--- src/common/igr_pkg.sv ---
// ==========================================================
// Ingress front end shared definitions
// Beat and descriptor structs, FSM state encodings and
// the sizing constants used by the port receivers and merge
// ==========================================================

`default_nettype none

package igr_pkg;

  // ==========================================================
  // Sizing
  // ==========================================================

  // Data word on the receive beat stream
  localparam int DATA_W = 32;

  // Word count field of a descriptor
  localparam int LEN_W = 8;

  // Length saturates here, anything longer is flagged
  localparam logic [LEN_W-1:0] MAX_WORDS = 8'd255;

  // Ports feeding the merge
  localparam int NUM_PORTS = 2;

  // Port field and round-robin pointer width
  localparam int PORT_W = (NUM_PORTS > 1) ? $clog2(NUM_PORTS) : 1;

  // Per-port drop counter, wraps
  localparam int CNT_W = 16;

  // ==========================================================
  // Structs
  // ==========================================================

  // One receive beat, no back-pressure on this stream
  typedef struct packed {
    logic              valid;
    logic              sop;
    logic              eop;
    logic [DATA_W-1:0] data;
  } cdi_beat_t;

  // Condensed frame summary handed to the merge
  // Port is filled in by the merge, zero out of a receiver
  typedef struct packed {
    logic [PORT_W-1:0] port;
    logic              err;
    logic [LEN_W-1:0]  length;
    logic [DATA_W-1:0] head;
    logic [DATA_W-1:0] checksum;
  } igr_desc_t;

  // ==========================================================
  // FSM states
  // ==========================================================

  // Frame assembly in a port receiver
  typedef enum logic {
    RX_IDLE,
    RX_FRAME
  } rx_state_e;

  // Downstream four-phase handshake in the merge
  typedef enum logic [1:0] {
    MG_IDLE,
    MG_REQ,
    MG_RELEASE
  } merge_state_e;

endpackage

`default_nettype wire

--- src/hw/igr_merge/igr_merge.sv ---
// ==========================================================
// Ingress merge
// Round-robin pick between the two port receivers, tags the
// descriptor with its source port and presents it on a
// four-phase req/ack handshake towards downstream
// ==========================================================

`timescale 1ns/1ps
`default_nettype none

module igr_merge (
  input  wire                        ingress_clock,
  input  wire                        rst_n,
  input  wire                        desc_valid0,
  input  igr_pkg::igr_desc_t         desc0,
  input  wire                        desc_valid1,
  input  igr_pkg::igr_desc_t         desc1,
  input  wire                        ack,
  output logic                       take0,
  output logic                       take1,
  output logic                       req,
  output igr_pkg::igr_desc_t         out_desc
);

  // ==========================================================
  // Arbitration
  // ==========================================================

  igr_pkg::merge_state_e           state;

  // Last port served, loser of the next tie
  logic [igr_pkg::PORT_W-1:0]      rr_last;

  logic                            any_valid;
  logic [igr_pkg::PORT_W-1:0]      sel;
  logic                            pick;
  igr_pkg::igr_desc_t              pick_desc;

  assign any_valid = desc_valid0 || desc_valid1;

  always_comb begin
    // Tie goes to the port not served last
    if (desc_valid0 && desc_valid1) begin
      sel = ~rr_last;
    end else if (desc_valid1) begin
      sel = igr_pkg::PORT_W'(1);
    end else begin
      sel = igr_pkg::PORT_W'(0);
    end
  end

  // Grant only while the handshake is idle
  assign pick = (state == igr_pkg::MG_IDLE) && any_valid;

  // One-cycle take, the receiver clears its slot on the next edge
  assign take0 = pick && (sel == igr_pkg::PORT_W'(0));
  assign take1 = pick && (sel == igr_pkg::PORT_W'(1));

  always_comb begin
    pick_desc      = (sel == igr_pkg::PORT_W'(0)) ? desc0 : desc1;
    // Source port tag
    pick_desc.port = sel;
  end

  // ==========================================================
  // Four-phase handshake
  // ==========================================================

  // req follows the state directly, rises the edge after take
  assign req = (state == igr_pkg::MG_REQ);

  always_ff @(posedge ingress_clock or negedge rst_n) begin
    if (!rst_n) begin
      state   <= igr_pkg::MG_IDLE;
      // Port 0 wins the first tie
      rr_last <= igr_pkg::PORT_W'(igr_pkg::NUM_PORTS - 1);
    end else begin
      case (state)
        igr_pkg::MG_IDLE: begin
          if (pick) begin
            rr_last <= sel;
            state   <= igr_pkg::MG_REQ;
          end
        end
        igr_pkg::MG_REQ: begin
          // Downstream took it, drop req
          if (ack) begin
            state <= igr_pkg::MG_RELEASE;
          end
        end
        igr_pkg::MG_RELEASE: begin
          // No new req until ack is back low
          if (!ack) begin
            state <= igr_pkg::MG_IDLE;
          end
        end
        default: begin
          state <= igr_pkg::MG_IDLE;
        end
      endcase
    end
  end

  // Output payload, held from req rise until ack falls
  always_ff @(posedge ingress_clock) begin
    if (pick) begin
      out_desc <= pick_desc;
    end
  end

endmodule

`default_nettype wire

--- src/hw/igr_port_rx/igr_port_rx.sv ---
// ==========================================================
// Ingress port receiver
// Condenses each frame of the beat stream into a descriptor
// (head word, word count, XOR checksum, error flag), holds
// one finished descriptor for the merge and counts frames
// that finish while that slot is still occupied
// ==========================================================

`timescale 1ns/1ps
`default_nettype none

module igr_port_rx (
  input  wire                           ingress_clock,
  input  wire                           rst_n,
  input  igr_pkg::cdi_beat_t            beat,
  input  wire                           take,
  output logic                          desc_valid,
  output igr_pkg::igr_desc_t            desc,
  output logic [igr_pkg::CNT_W-1:0]     drop_count
);

  // ==========================================================
  // Frame assembly
  // ==========================================================

  igr_pkg::rx_state_e               state;
  igr_pkg::rx_state_e               nxt_state;

  // Running frame summary
  logic [igr_pkg::DATA_W-1:0]       acc_head;
  logic [igr_pkg::LEN_W-1:0]        acc_len;
  logic [igr_pkg::DATA_W-1:0]       acc_csum;
  logic                             acc_err;

  logic [igr_pkg::DATA_W-1:0]       nxt_head;
  logic [igr_pkg::LEN_W-1:0]        nxt_len;
  logic [igr_pkg::DATA_W-1:0]       nxt_csum;
  logic                             nxt_err;
  logic                             nxt_done;

  // Accumulators hold a complete frame for one cycle
  logic                             done_q;

  // Slot takes the finished frame this cycle
  logic                             slot_load;

  always_comb begin
    nxt_state = state;
    nxt_head  = acc_head;
    nxt_len   = acc_len;
    nxt_csum  = acc_csum;
    nxt_err   = acc_err;
    nxt_done  = 1'b0;

    if (beat.valid) begin
      if (beat.sop) begin
        // New frame, a sop inside a frame abandons the old one
        nxt_head  = beat.data;
        nxt_len   = igr_pkg::LEN_W'(1);
        nxt_csum  = beat.data;
        nxt_err   = (state == igr_pkg::RX_FRAME);
        // sop together with eop is a one-word frame
        nxt_done  = beat.eop;
        nxt_state = beat.eop ? igr_pkg::RX_IDLE : igr_pkg::RX_FRAME;
      end else if (state == igr_pkg::RX_FRAME) begin
        // Count saturates, words beyond it still enter the checksum
        if (acc_len == igr_pkg::MAX_WORDS) begin
          nxt_err = 1'b1;
        end else begin
          nxt_len = acc_len + igr_pkg::LEN_W'(1);
        end
        nxt_csum = acc_csum ^ beat.data;
        if (beat.eop) begin
          nxt_done  = 1'b1;
          nxt_state = igr_pkg::RX_IDLE;
        end
      end
      // Valid beat outside a frame without sop is ignored
    end
  end

  // Control state
  always_ff @(posedge ingress_clock or negedge rst_n) begin
    if (!rst_n) begin
      state  <= igr_pkg::RX_IDLE;
      done_q <= 1'b0;
    end else begin
      state  <= nxt_state;
      done_q <= nxt_done;
    end
  end

  // Accumulator payload
  always_ff @(posedge ingress_clock) begin
    acc_head <= nxt_head;
    acc_len  <= nxt_len;
    acc_csum <= nxt_csum;
    acc_err  <= nxt_err;
  end

  // ==========================================================
  // Descriptor slot and drop counter
  // ==========================================================

  // Free slot, or one emptied by take in this same cycle
  assign slot_load = done_q && (!desc_valid || take);

  always_ff @(posedge ingress_clock or negedge rst_n) begin
    if (!rst_n) begin
      desc_valid <= 1'b0;
      drop_count <= '0;
    end else begin
      if (done_q) begin
        if (slot_load) begin
          desc_valid <= 1'b1;
        end else begin
          // Slot still full, frame lost
          drop_count <= drop_count + igr_pkg::CNT_W'(1);
        end
      end else if (take) begin
        desc_valid <= 1'b0;
      end
    end
  end

  // Port field stays zero, the merge tags it
  always_ff @(posedge ingress_clock) begin
    if (slot_load) begin
      desc.port     <= '0;
      desc.err      <= acc_err;
      desc.length   <= acc_len;
      desc.head     <= acc_head;
      desc.checksum <= acc_csum;
    end
  end

endmodule

`default_nettype wire

--- src/hw/igr_top.sv ---
// ==========================================================
// Ingress front end top level
// Two port receivers feeding one round-robin merge with a
// four-phase downstream handshake
// ==========================================================

`timescale 1ns/1ps
`default_nettype none

module igr_top (
  input  wire                          ingress_clock,
  input  wire                          rst_n,
  input  igr_pkg::cdi_beat_t           beat0,
  input  igr_pkg::cdi_beat_t           beat1,
  input  wire                          ack,
  output logic                         req,
  output igr_pkg::igr_desc_t           out_desc,
  output logic [igr_pkg::CNT_W-1:0]    drop_count0,
  output logic [igr_pkg::CNT_W-1:0]    drop_count1
);

  // Receiver to merge
  logic                 desc_valid0;
  logic                 desc_valid1;
  igr_pkg::igr_desc_t   desc0;
  igr_pkg::igr_desc_t   desc1;
  logic                 take0;
  logic                 take1;

  // Port 0 receiver
  igr_port_rx u_port0 (
    .ingress_clock (ingress_clock),
    .rst_n         (rst_n),
    .beat          (beat0),
    .take          (take0),
    .desc_valid    (desc_valid0),
    .desc          (desc0),
    .drop_count    (drop_count0)
  );

  // Port 1 receiver
  igr_port_rx u_port1 (
    .ingress_clock (ingress_clock),
    .rst_n         (rst_n),
    .beat          (beat1),
    .take          (take1),
    .desc_valid    (desc_valid1),
    .desc          (desc1),
    .drop_count    (drop_count1)
  );

  // Arbitration and downstream handshake
  igr_merge u_merge (
    .ingress_clock (ingress_clock),
    .rst_n         (rst_n),
    .desc_valid0   (desc_valid0),
    .desc0         (desc0),
    .desc_valid1   (desc_valid1),
    .desc1         (desc1),
    .ack           (ack),
    .take0         (take0),
    .take1         (take1),
    .req           (req),
    .out_desc      (out_desc)
  );

endmodule

`default_nettype wire

--- config.mk ---
export PLATFORM = sky130hd
export DESIGN_NAME = igr_top
export DESIGN_NICKNAME = d
export VERILOG_FILES = /design/src/common/igr_pkg.sv /design/src/hw/igr_merge/igr_merge.sv /design/src/hw/igr_port_rx/igr_port_rx.sv /design/src/hw/igr_top.sv
export SDC_FILE = /design/constraint.sdc
export NUM_CORES = 1
export LEC_CHECK = 0
export ABC_AREA = 1
export BUFFER_PORTS_ARGS = -buffer_cell sky130_fd_sc_hd__buf_2
export CAP_MARGIN = 0
export CORE_MARGIN = 8
export CORE_UTILIZATION = 55
export CTS_CLUSTER_DIAMETER = 30
export DETAILED_ROUTE_END_ITERATION = 10
export HOLD_SLACK_MARGIN = 0.1
export PLACE_DENSITY = 0.81
export SYNTH_ARGS = -nofsm -noshare
export SYNTH_HDL_FRONTEND = slang
export SYNTH_SLANG_ARGS = --single-unit
--- constraint.sdc ---
create_clock -name ingress_clock -period 6 [get_ports ingress_clock]
set_clock_uncertainty 0.05 [all_clocks]
set_input_delay 0.3 -clock ingress_clock [delete_from_list [all_inputs] [get_ports ingress_clock]]
set_output_delay 0.3 -clock ingress_clock [all_outputs]
set_load 0.05 [all_outputs]
======== Word level (Yosys, flattened, before mapping) ========
Index checks and enable logic that the tools add are counted.
word-level totals
  flip-flop bits (word level) ............. 407
  bits of input ports ..................... 73
  output and inout port bits .............. 107
  word-level logic and storage cells ...... 125
operators by class
  add/sub/neg operators ................... 4
  equality and inequality tests ........... 11
  multiplexer cells ....................... 41
  bitwise logic cells ..................... 6
  reductions and logical operators ........ 32
operators by type and width
  cell                                                   count
  2-to-1 mux 32 bit                                      4
  2-to-1 mux 73 bit                                      1
  XOR 32 bit                                             2
  adder 16 x 1 -> 16 bit, second input constant          2
  2-to-1 mux 8 bit                                       4
  2-to-1 mux 1 bit                                       28
  AND reduction 2 bit                                    9
  adder 8 x 1 -> 8 bit, second input constant            2
  == test 8 bit, second input constant                   2
  AND reduction 3 bit                                    5
  inequality test 2 bit, second input constant           6
  nonzero test 2 bit                                     6
  logical AND 1 bit                                      6
  2-to-1 mux 2 bit                                       3
  case mux 2 bit (3 select lines)                        1
  inverter 1 bit                                         4
  logical OR 1 bit                                       3
  == test 2 x 1 -> 1 bit, second input constant          1
  == test 2 bit, second input constant                   1
  zero test 1 bit                                        2
  zero test 2 bit                                        1
  inequality test 2 x 1 -> 1 bit, second input constant  1

======== Depth between registers and ports, before layout ========
Gate-level depths: netlist (run 1).
  word-level depth ........................ 8
  depth in mapped cells ................... 8
  mapped depth without buffers ............ 8

======== Hierarchy ========
From an unflattened synthesis (run 1), not the netlist that was laid out.
second synthesis, totals
  cells, all modules ...................... 1135
  area, all modules ....................... 15466.1 sq um
modules (own cells, without submodules)
  module                  instances  cells each  area an instance (sq um)
  igr_port_rx at u_port1  1          402         6092.1
  igr_port_rx at u_port0  1          401         6078.3
  igr_merge               1          332         3295.7

======== Worst setup path before layout (run 1) ========
No wires, ideal clock.
  path type ............................... register to register
  from .................................... register u_merge.rr_last
  to ...................................... register u_port0.desc[0] (netlist name) (enable)
  arrival time ............................ 4313 ps
  data required time ...................... 5422 ps
  slack ................................... 1109 ps
  cell stages (with the launch flop) ...... 5
  buffers on the path ..................... 0
  period minus slack after synthesis ...... 4891 ps
  cells stage by stage .................... dfstp_2 nand2_2 nand2_1 nand2_2 a21oi_1
between the ends
  cells in the longest elaborated chain, start to end .. 6
RTL lines
  what                         line                text
  from (decl)                  igr_merge.sv:32     logic [igr_pkg::PORT_W-1:0] rr_last;
  from (signal assigned)       igr_merge.sv:76     rr_last <= igr_pkg::PORT_W'(igr_pkg::NUM_PORTS - 1);
  from (signal assigned)       igr_merge.sv:81     rr_last <= sel;
  inverter 1 bit               igr_merge.sv:44     sel = ~rr_last;
  2-to-1 mux 1 bit             igr_merge.sv:43     if (desc_valid0 && desc_valid1) begin
  inverter 1 bit               igr_merge.sv:56     assign take0 = pick && (sel == igr_pkg::PORT_W'(0));
  logical AND 1 bit            igr_merge.sv:56
  logical OR 1 bit             igr_port_rx.sv:106  assign slot_load = done_q && (!desc_valid || take);
  logical AND 1 bit            igr_port_rx.sv:106
  named net u_port0.slot_load  igr_port_rx.sv:45   logic slot_load;
  to (decl)                    igr_port_rx.sv:18   output igr_pkg::igr_desc_t desc,
The timed path passes the listed nets, and every way through them passes these cells.
A chain may end at the register's enable or synchronous reset.

======== Worst setup path after layout (run 1) ========
  from .................................... register u_merge.state[1]
  to ...................................... register u_port1.desc[0] (netlist name) (enable)
between the ends
  cells in the longest elaborated chain, start to end .. 5
RTL lines
  what                         line                text
  from (decl)                  igr_merge.sv:29     igr_pkg::merge_state_e state;
  from (signal assigned)       igr_merge.sv:74     state <= igr_pkg::MG_IDLE;
  from (signal assigned)       igr_merge.sv:82     state <= igr_pkg::MG_REQ;
  from (signal assigned)       igr_merge.sv:88     state <= igr_pkg::MG_RELEASE;
  zero test 2 bit              igr_merge.sv:53     assign pick = (state == igr_pkg::MG_IDLE) && any_valid;
  logical AND 1 bit            igr_merge.sv:53
  logical AND 1 bit            igr_merge.sv:57     assign take1 = pick && (sel == igr_pkg::PORT_W'(1));
  logical OR 1 bit             igr_port_rx.sv:106
  logical AND 1 bit            igr_port_rx.sv:106
  named net u_port1.slot_load  igr_port_rx.sv:45
  to (decl)                    igr_port_rx.sv:18
The timed path passes the listed nets, and every way through them passes these cells.

==> results.toml, run 1 <==
[worst_setup_path]
r2r_slack_ns = 3.05
reg2regPathDepth = 4
r2r-end = "u_port1.desc[0]"
required_ns = 6.12
crit_type = "reg2reg"
end_kind = "register"
cp_data_arrival_time_ns = 3.07
timing.rr.start = "u_merge.state[1]"
worstSetupStartpointType = "register"
path_max_fanout = 41

[sta]
period_minus_slack_ns = 2.95
tightest_slew_ns = 1.28
slew_headroom_pct = 14.4
setup_violations = 0
rsz0062_at_grt = "false"
fin_crit_sh_pct = 49.1
finalWorstSetupSlack_ns = 3.05
final.setup.tns_ns = 0
drv_slew = 0
fin_hold_ws_ns = 0.149
finalHoldViolCount = 0
max_freq_ghz = 0.339

[min_path]
whs_path_depth = 3
hold_end = "u_port1.acc_err"
min_from = "beat1[34]"
hold_path.class = "in2reg"

[drt]
avgViaCountPerCell = 5.01
avgRoutedWirePerCell_um = 17.6
drt_first_pass_iters = 5
first_iter_violations = 632
drc = 0
antenna_left = 0
drt_wl_total_um = 33900
via_count = 9619

[die]
start_util_pct = 55.9
die_height_um = 184
io_pins = 180
coreArea_um2 = 27800
num_rows = 61
die_w_um = 184
die_area_um2 = 33900

[clock_tree]
cts_root_buffer = "clkbuf_16"
cts.repair.resized = 0
cts_buffers = 75
clock_path_buffers = 3
clkLatencyLatePin_ns = 0.56
clock-sinks = 407
htree_levels = 3
cts.clk_slew.worst_paths_ns = 0.05
tritoncts = "built"

[final_layout]
fin_nets = 1557
multi_input_area_um2 = 3010
layout_common_cells = "nand2_1, edfxtp_1, buf_2"
final_common_cell = "nand2_1"
syn_to_final_growth_pct = 29.1
instances_no_fill = 1920
ff_latch_area_um2 = 12000
layout-drive-gt1-share_pct = 21.0
fillers = 1761

[synth]
async_flop_share_pct = 10.1
yosys_most_used_dff = "edfxtp_1"
netlist_area_um2 = 15500
synth-warning-count = 0
syn_inst = 1174
synth_seq_area_share_pct = 77.4
postSynthAreaPerCell_um2 = 13.2
synth.ff_latch_count = 407
synth_cell_types = 31
synth-edff-count = 366
syn_nets = 1251

[grt]
grt_overflow_total = 0
antenna_found_initial = 1
grt_pass1_wl_um = 53400
grt_pass1_vias = 10164
grt_usage_pct = 20.2
grt_start_max_net_pins = 76

[place]
io_buffers = 179
hpwl_um = 19200
routabilityCongestion = 0.793
pre_cts_ws_ns = 3.04
placed_cells = 1708

[power]
vdd_ir_drop_max_v = 0.000322
powerDensity_nw_per_um2 = 530
p_leak_nw = 8.29

[flow_run]
drv_cap = 0

[run_status]
status = "finished clean"
## power by group
| part | switching [W] | total [W] | internal, W |
|---|---|---|---|
| sequential | 0.000241 | 0.00408 | 0.00384 |
| clock | 0.00143 | 0.00409 | 0.00266 |
| combinational | 0.00198 | 0.00245 | 0.000474 |
| total | 0.00365 | 0.0106 | 0.00697 |
## synthesized netlist by cell type, types with 2 or more instances
cell type | count | area (um^2)
buf_6 | 2 | 22.5
ha_1 | 4 | 50.1
a31oi_1 | 2 | 12.5
nand3b_1 | 11 | 82.6
nor3_1 | 2 | 10.0
nor2_1 | 59 | 221
buf_2 | 23 | 115
edfxtp_1 | 366 | 11000
nand3_1 | 18 | 90.1
or2_2 | 2 | 12.5
dfrtp_1 | 40 | 1000
inv_1 | 102 | 383
xnor2_1 | 5 | 43.8
a21oi_1 | 7 | 35.0
o21ai_0 | 17 | 85.1
o21ai_1 | 6 | 30.0
clkbuf_1 | 2 | 7.51
nand2_2 | 3 | 18.8
nand4_1 | 3 | 18.8
nand2_1 | 419 | 1570
xor2_1 | 71 | 622
## stage by stage
stage / area [um^2] / utilization (%) / total power [W]
6_report: 20100 / 72.2 / 0.0106
5_1_grt: 20100 / 72.2 / 0.0110
4_1_cts: 20100 / 72.2 / 0.0107
3_5_place_dp: 16800 / 60.6 / 0.00654
3_3_place_gp: 16800 / 60.6 / 0.00646
2_1_floorplan: 15500 / - / 0.00587
## logic make-up (layout without fill, tap and decap cells)
kind of cell               count (synthesis)  count (layout)  share of synthesized area, %
other                                      0               2                             0
AOI/OAI and AO/OA                         34              34                          1.14
and+or+nand+nor                          521             521                          13.4
DFF                                      407             407                          77.4
adders and majority gates                  4               4                         0.322
buffers and inverters                    132             498                          3.50
xor gates and xnor gates                  76              76                          4.28
## per-layer routing
metal	GRT usage [%]	part of all wire, %	up-vias
met3	4.41	6.9	64
li1	-	-	4551
met4	7.62	2.2	0
met1	24.0	39	4626
met2	35.5	51	378
met5	0	0	-
## state kept, by name, summed over array words and instances (netlist names), 2 cells and up
register	count
u_merge.out_desc	74
u_port0.desc	73
u_port1.desc	73
u_port0.acc_csum	32
u_port0.acc_head	32
u_port1.acc_csum	32
u_port1.acc_head	32
u_port0.drop_count	16
u_port1.drop_count	16
u_port0.acc_len	8
u_port1.acc_len	8
u_merge.state	2
## how the worst max path moves through the flow
stage / from / to / slack [ns] / depth (start not counted)
2_1_floorplan: u_merge.rr_last / u_port0.desc[0] / 1.11 / 4
3_3_place_gp: u_merge.rr_last / u_port0.desc[18] / 3.19 / 5
3_5_place_dp: u_port0.desc_valid / u_port0.desc[50] / 3.04 / 5
4_1_cts: u_port0.desc_valid / u_port0.desc[32] / 2.98 / 5
5_1_grt: u_port0.desc_valid / u_port0.desc[32] / 2.82 / 5
6_report: u_merge.state[1] / u_port1.desc[0] / 3.05 / 4
## worst max-delay path, stage by stage (launching register included)
cell and delay [ns]:
dfrtp_1 0.42, nor2_2 0.22, nand3_2 0.18, a21oi_4 1.03, buf_4 0.66
## timing repair
item,CTS,global route
hold buffers,73,0
setup buffers,0,0
hold endpoints to repair,181,0
## cell type report
class                           count  area share, %
Clock inverter                     52           2.61
Clock buffer                       85           9.86
Multi-Input combinational cell    635           15.0
Inverter                          104           1.95
Sequential cell                   407           59.9
Tap cell                          378           2.36
Timing Repair Buffer              257           8.29
Antenna cell                        2         0.0249
(Power assumes the default switching activity.)
==> run 2: changes to the inputs <==
--- a/config.mk
+++ b/config.mk
@@ -9,11 +9,11 @@
 export BUFFER_PORTS_ARGS = -buffer_cell sky130_fd_sc_hd__buf_2
 export CAP_MARGIN = 0
 export CORE_MARGIN = 8
-export CORE_UTILIZATION = 55
+export CORE_UTILIZATION = 52
 export CTS_CLUSTER_DIAMETER = 30
 export DETAILED_ROUTE_END_ITERATION = 10
 export HOLD_SLACK_MARGIN = 0.1
-export PLACE_DENSITY = 0.81
+export PLACE_DENSITY = 0.8
 export SYNTH_ARGS = -nofsm -noshare
 export SYNTH_HDL_FRONTEND = slang
 export SYNTH_SLANG_ARGS = --single-unit
==> constraint.sdc (replaced) <==
create_clock -name ingress_clock -period 2.4 [get_ports ingress_clock]
set_clock_uncertainty 0.05 [all_clocks]
set_input_delay 0.12 -clock ingress_clock [delete_from_list [all_inputs] [get_ports ingress_clock]]
set_output_delay 0.12 -clock ingress_clock [all_outputs]
set_load 0.05 [all_outputs]
==> run 2 against run 1 <==
Effect of this change:
- die area grew 5.3%
- first-iteration DRC count decreased by 11%
- flip-flop and latch count stayed put
- combinational power grew to 2.6 times the previous value
- critical path depth is 1 higher
- wire length up 2.9%
- count of clock-buffer cells in the layout grew 8
- via count grew 1.4%
- global-route usage decreased by 0.81 points
- setup slack got worse by 2.6 ns
- non-clock buffer count grew 14
- clock power grew to 2.6 times the previous value
- critical endpoint is now u_port0.desc[55]
- highest routed layer unchanged
==> results.toml, run 2 (synthesis results as in run 1) <==
[worst_setup_path]
crit_chain = "nand2_2, nand2_4, nand2_2, a21oi_4, buf_12"
worstSetupStartpointType = "register"
cp_data_arrival_time_ns = 2.12
required_ns = 2.57
reg2regPathDepth = 5
path_max_fanout = 51
crit_type = "reg2reg"
crit_slowest_cell = "dfrtp_1"
cp_num_buf_inv = 1
end_kind = "register"
cp_top_family = "simple AND/OR/NAND/NOR gates"
cp.depth = 5
crit_path_max_incr_delay_ns = 0.49
cp_common_cell = "nand2_2"

[die]
num_rows = 63
coreArea_um2 = 29600
die_height_um = 189
start_util_pct = 52.6
io_pins = 180
die_area_um2 = 35700
die_w_um = 189

[power]
p_leak_nw = 8.41
vdd_ir_drop_max_v = 0.000951
powerDensity_nw_per_um2 = 1330
total_power_w = 0.0271

[final_layout]
regMostFlops = "u_merge.out_desc"
multi_input_area_um2 = 3010
ff_latch_area_um2 = 12000
reg.largest.list = "u_merge.out_desc: 74 flops, u_port0.desc: 73 flops, u_port1.desc: 73 flops"
largest_register_ffs = 74
layout_common_cells = "nand2_1, edfxtp_1, buf_2"
layout-drive-gt1-share_pct = 21.7
fin_area_um2 = 20400
fillers = 1956
final_common_cell = "nand2_1"
syn_to_final_growth_pct = 31.1
fin_nets = 1575
instances_no_fill = 1952

[place]
placed_cell_area_um2 = 17000
pre_cts_ws_ns = 0.452
io_buffers = 179
placed_cells = 1731
routabilityCongestion = 0.848
hpwl_um = 20500

[clock_tree]
htree_levels = 3
cts_buffers = 79
clkLatencyLatePin_ns = 0.57
tritoncts = "built"
cts.clk_slew.worst_paths_ns = 0.05
cts.repair.resized = 0
cts_setup_buffers = 0
cts_root_buffer = "clkbuf_16"
clock_path_buffers = 3
clock-sinks = 407
ctsHoldBuffers = 76

[drt]
drt_wl_total_um = 34800
first_iter_violations = 560
antenna_left = 0
drc = 0
via_count = 9753
avgViaCountPerCell = 5.00
drt_first_pass_iters = 5
avgRoutedWirePerCell_um = 17.8

[sta]
period_minus_slack_ns = 1.94
drv_slew = 0
max_freq_ghz = 0.514
fin_crit_sh_pct = 81.0
finalHoldViolCount = 0
tightest_slew_ns = 0.935
final.setup.tns_ns = 0
rsz0062_at_grt = "false"
finalWorstSetupSlack_ns = 0.455
slew_headroom_pct = 37.7
setup_violations = 0

[grt]
antenna_found_initial = 1
grt_overflow_total = 0
grt_usage_pct = 19.4
grt_pass1_wl_um = 54000
grt_start_max_net_pins = 55
grt_pass1_vias = 10290

[min_path]
hold_path.class = "in2async"

[flow_run]
drv_cap = 0

[run_status]
status = "finished clean"
[run 2: layout make-up]
class                           instances  share of cell area [%]
Tap cell                              390                    2.40
Antenna cell                            1                  0.0123
Clock buffer                           93                    10.1
Inverter                              104                    1.93
Multi-Input combinational cell        635                    14.8
Sequential cell                       407                    59.0
Clock inverter                         51                    2.67
Timing Repair Buffer                  271                    9.15
[run 2: worst paths after layout]
kind | from | slack [ns] | end
worst max-delay path | u_port0.desc_valid | 0.46 | u_port0.desc[55]
worst min-delay path | rst_n | 0.19 | u_port1.drop_count[8]
worst max register to register | u_port0.desc_valid | 0.46 | u_port0.desc[55]
worst min register to register | u_port1.acc_head[5] | 0.36 | u_port1.desc[37]
max in group asynchronous | rst_n | 1.52 | u_port0.drop_count[10]
min in group ingress_clock | beat1[16] | 0.24 | u_port1.acc_head[16]
[run 2: routing by layer]
metal	up-vias	global-route usage (%)	part of all wire [%]
met5	-	0	0
met4	0	9.41	3.5
met3	83	4.70	6.9
met2	404	33.3	51
met1	4688	22.5	39
li1	4578	-	-
[run 2: where the power goes]
part | total [W] | switching [W] | internal, W
Clock | 0.0105 | 0.00362 | 0.00690
Combinational | 0.00637 | 0.00504 | 0.00132
Sequential | 0.0102 | 0.000601 | 0.00958
Total | 0.0271 | 0.00926 | 0.0178
[run 2: worst register-to-register path, delay by kind of cell, from the launching register on]
| kind | cells | cell delay (ns) |
|---|---|---|
| AND/OR/NAND/NOR | 3 | 0.52 |
| flip-flops | 1 | 0.49 |
| buffers and inverters | 1 | 0.32 |
| AO/OA/AOI/OAI | 1 | 0.21 |
[run 2: per-stage QoR]
stage | util, % | hold slack, ns
6_report | 68.9 | 0.192
5_1_grt | 68.9 | 0.234
4_1_cts | 68.9 | 0.205
3_5_place_dp | 57.6 | 0.266
3_3_place_gp | 57.6 | 0.261
2_1_floorplan | - | -0.226
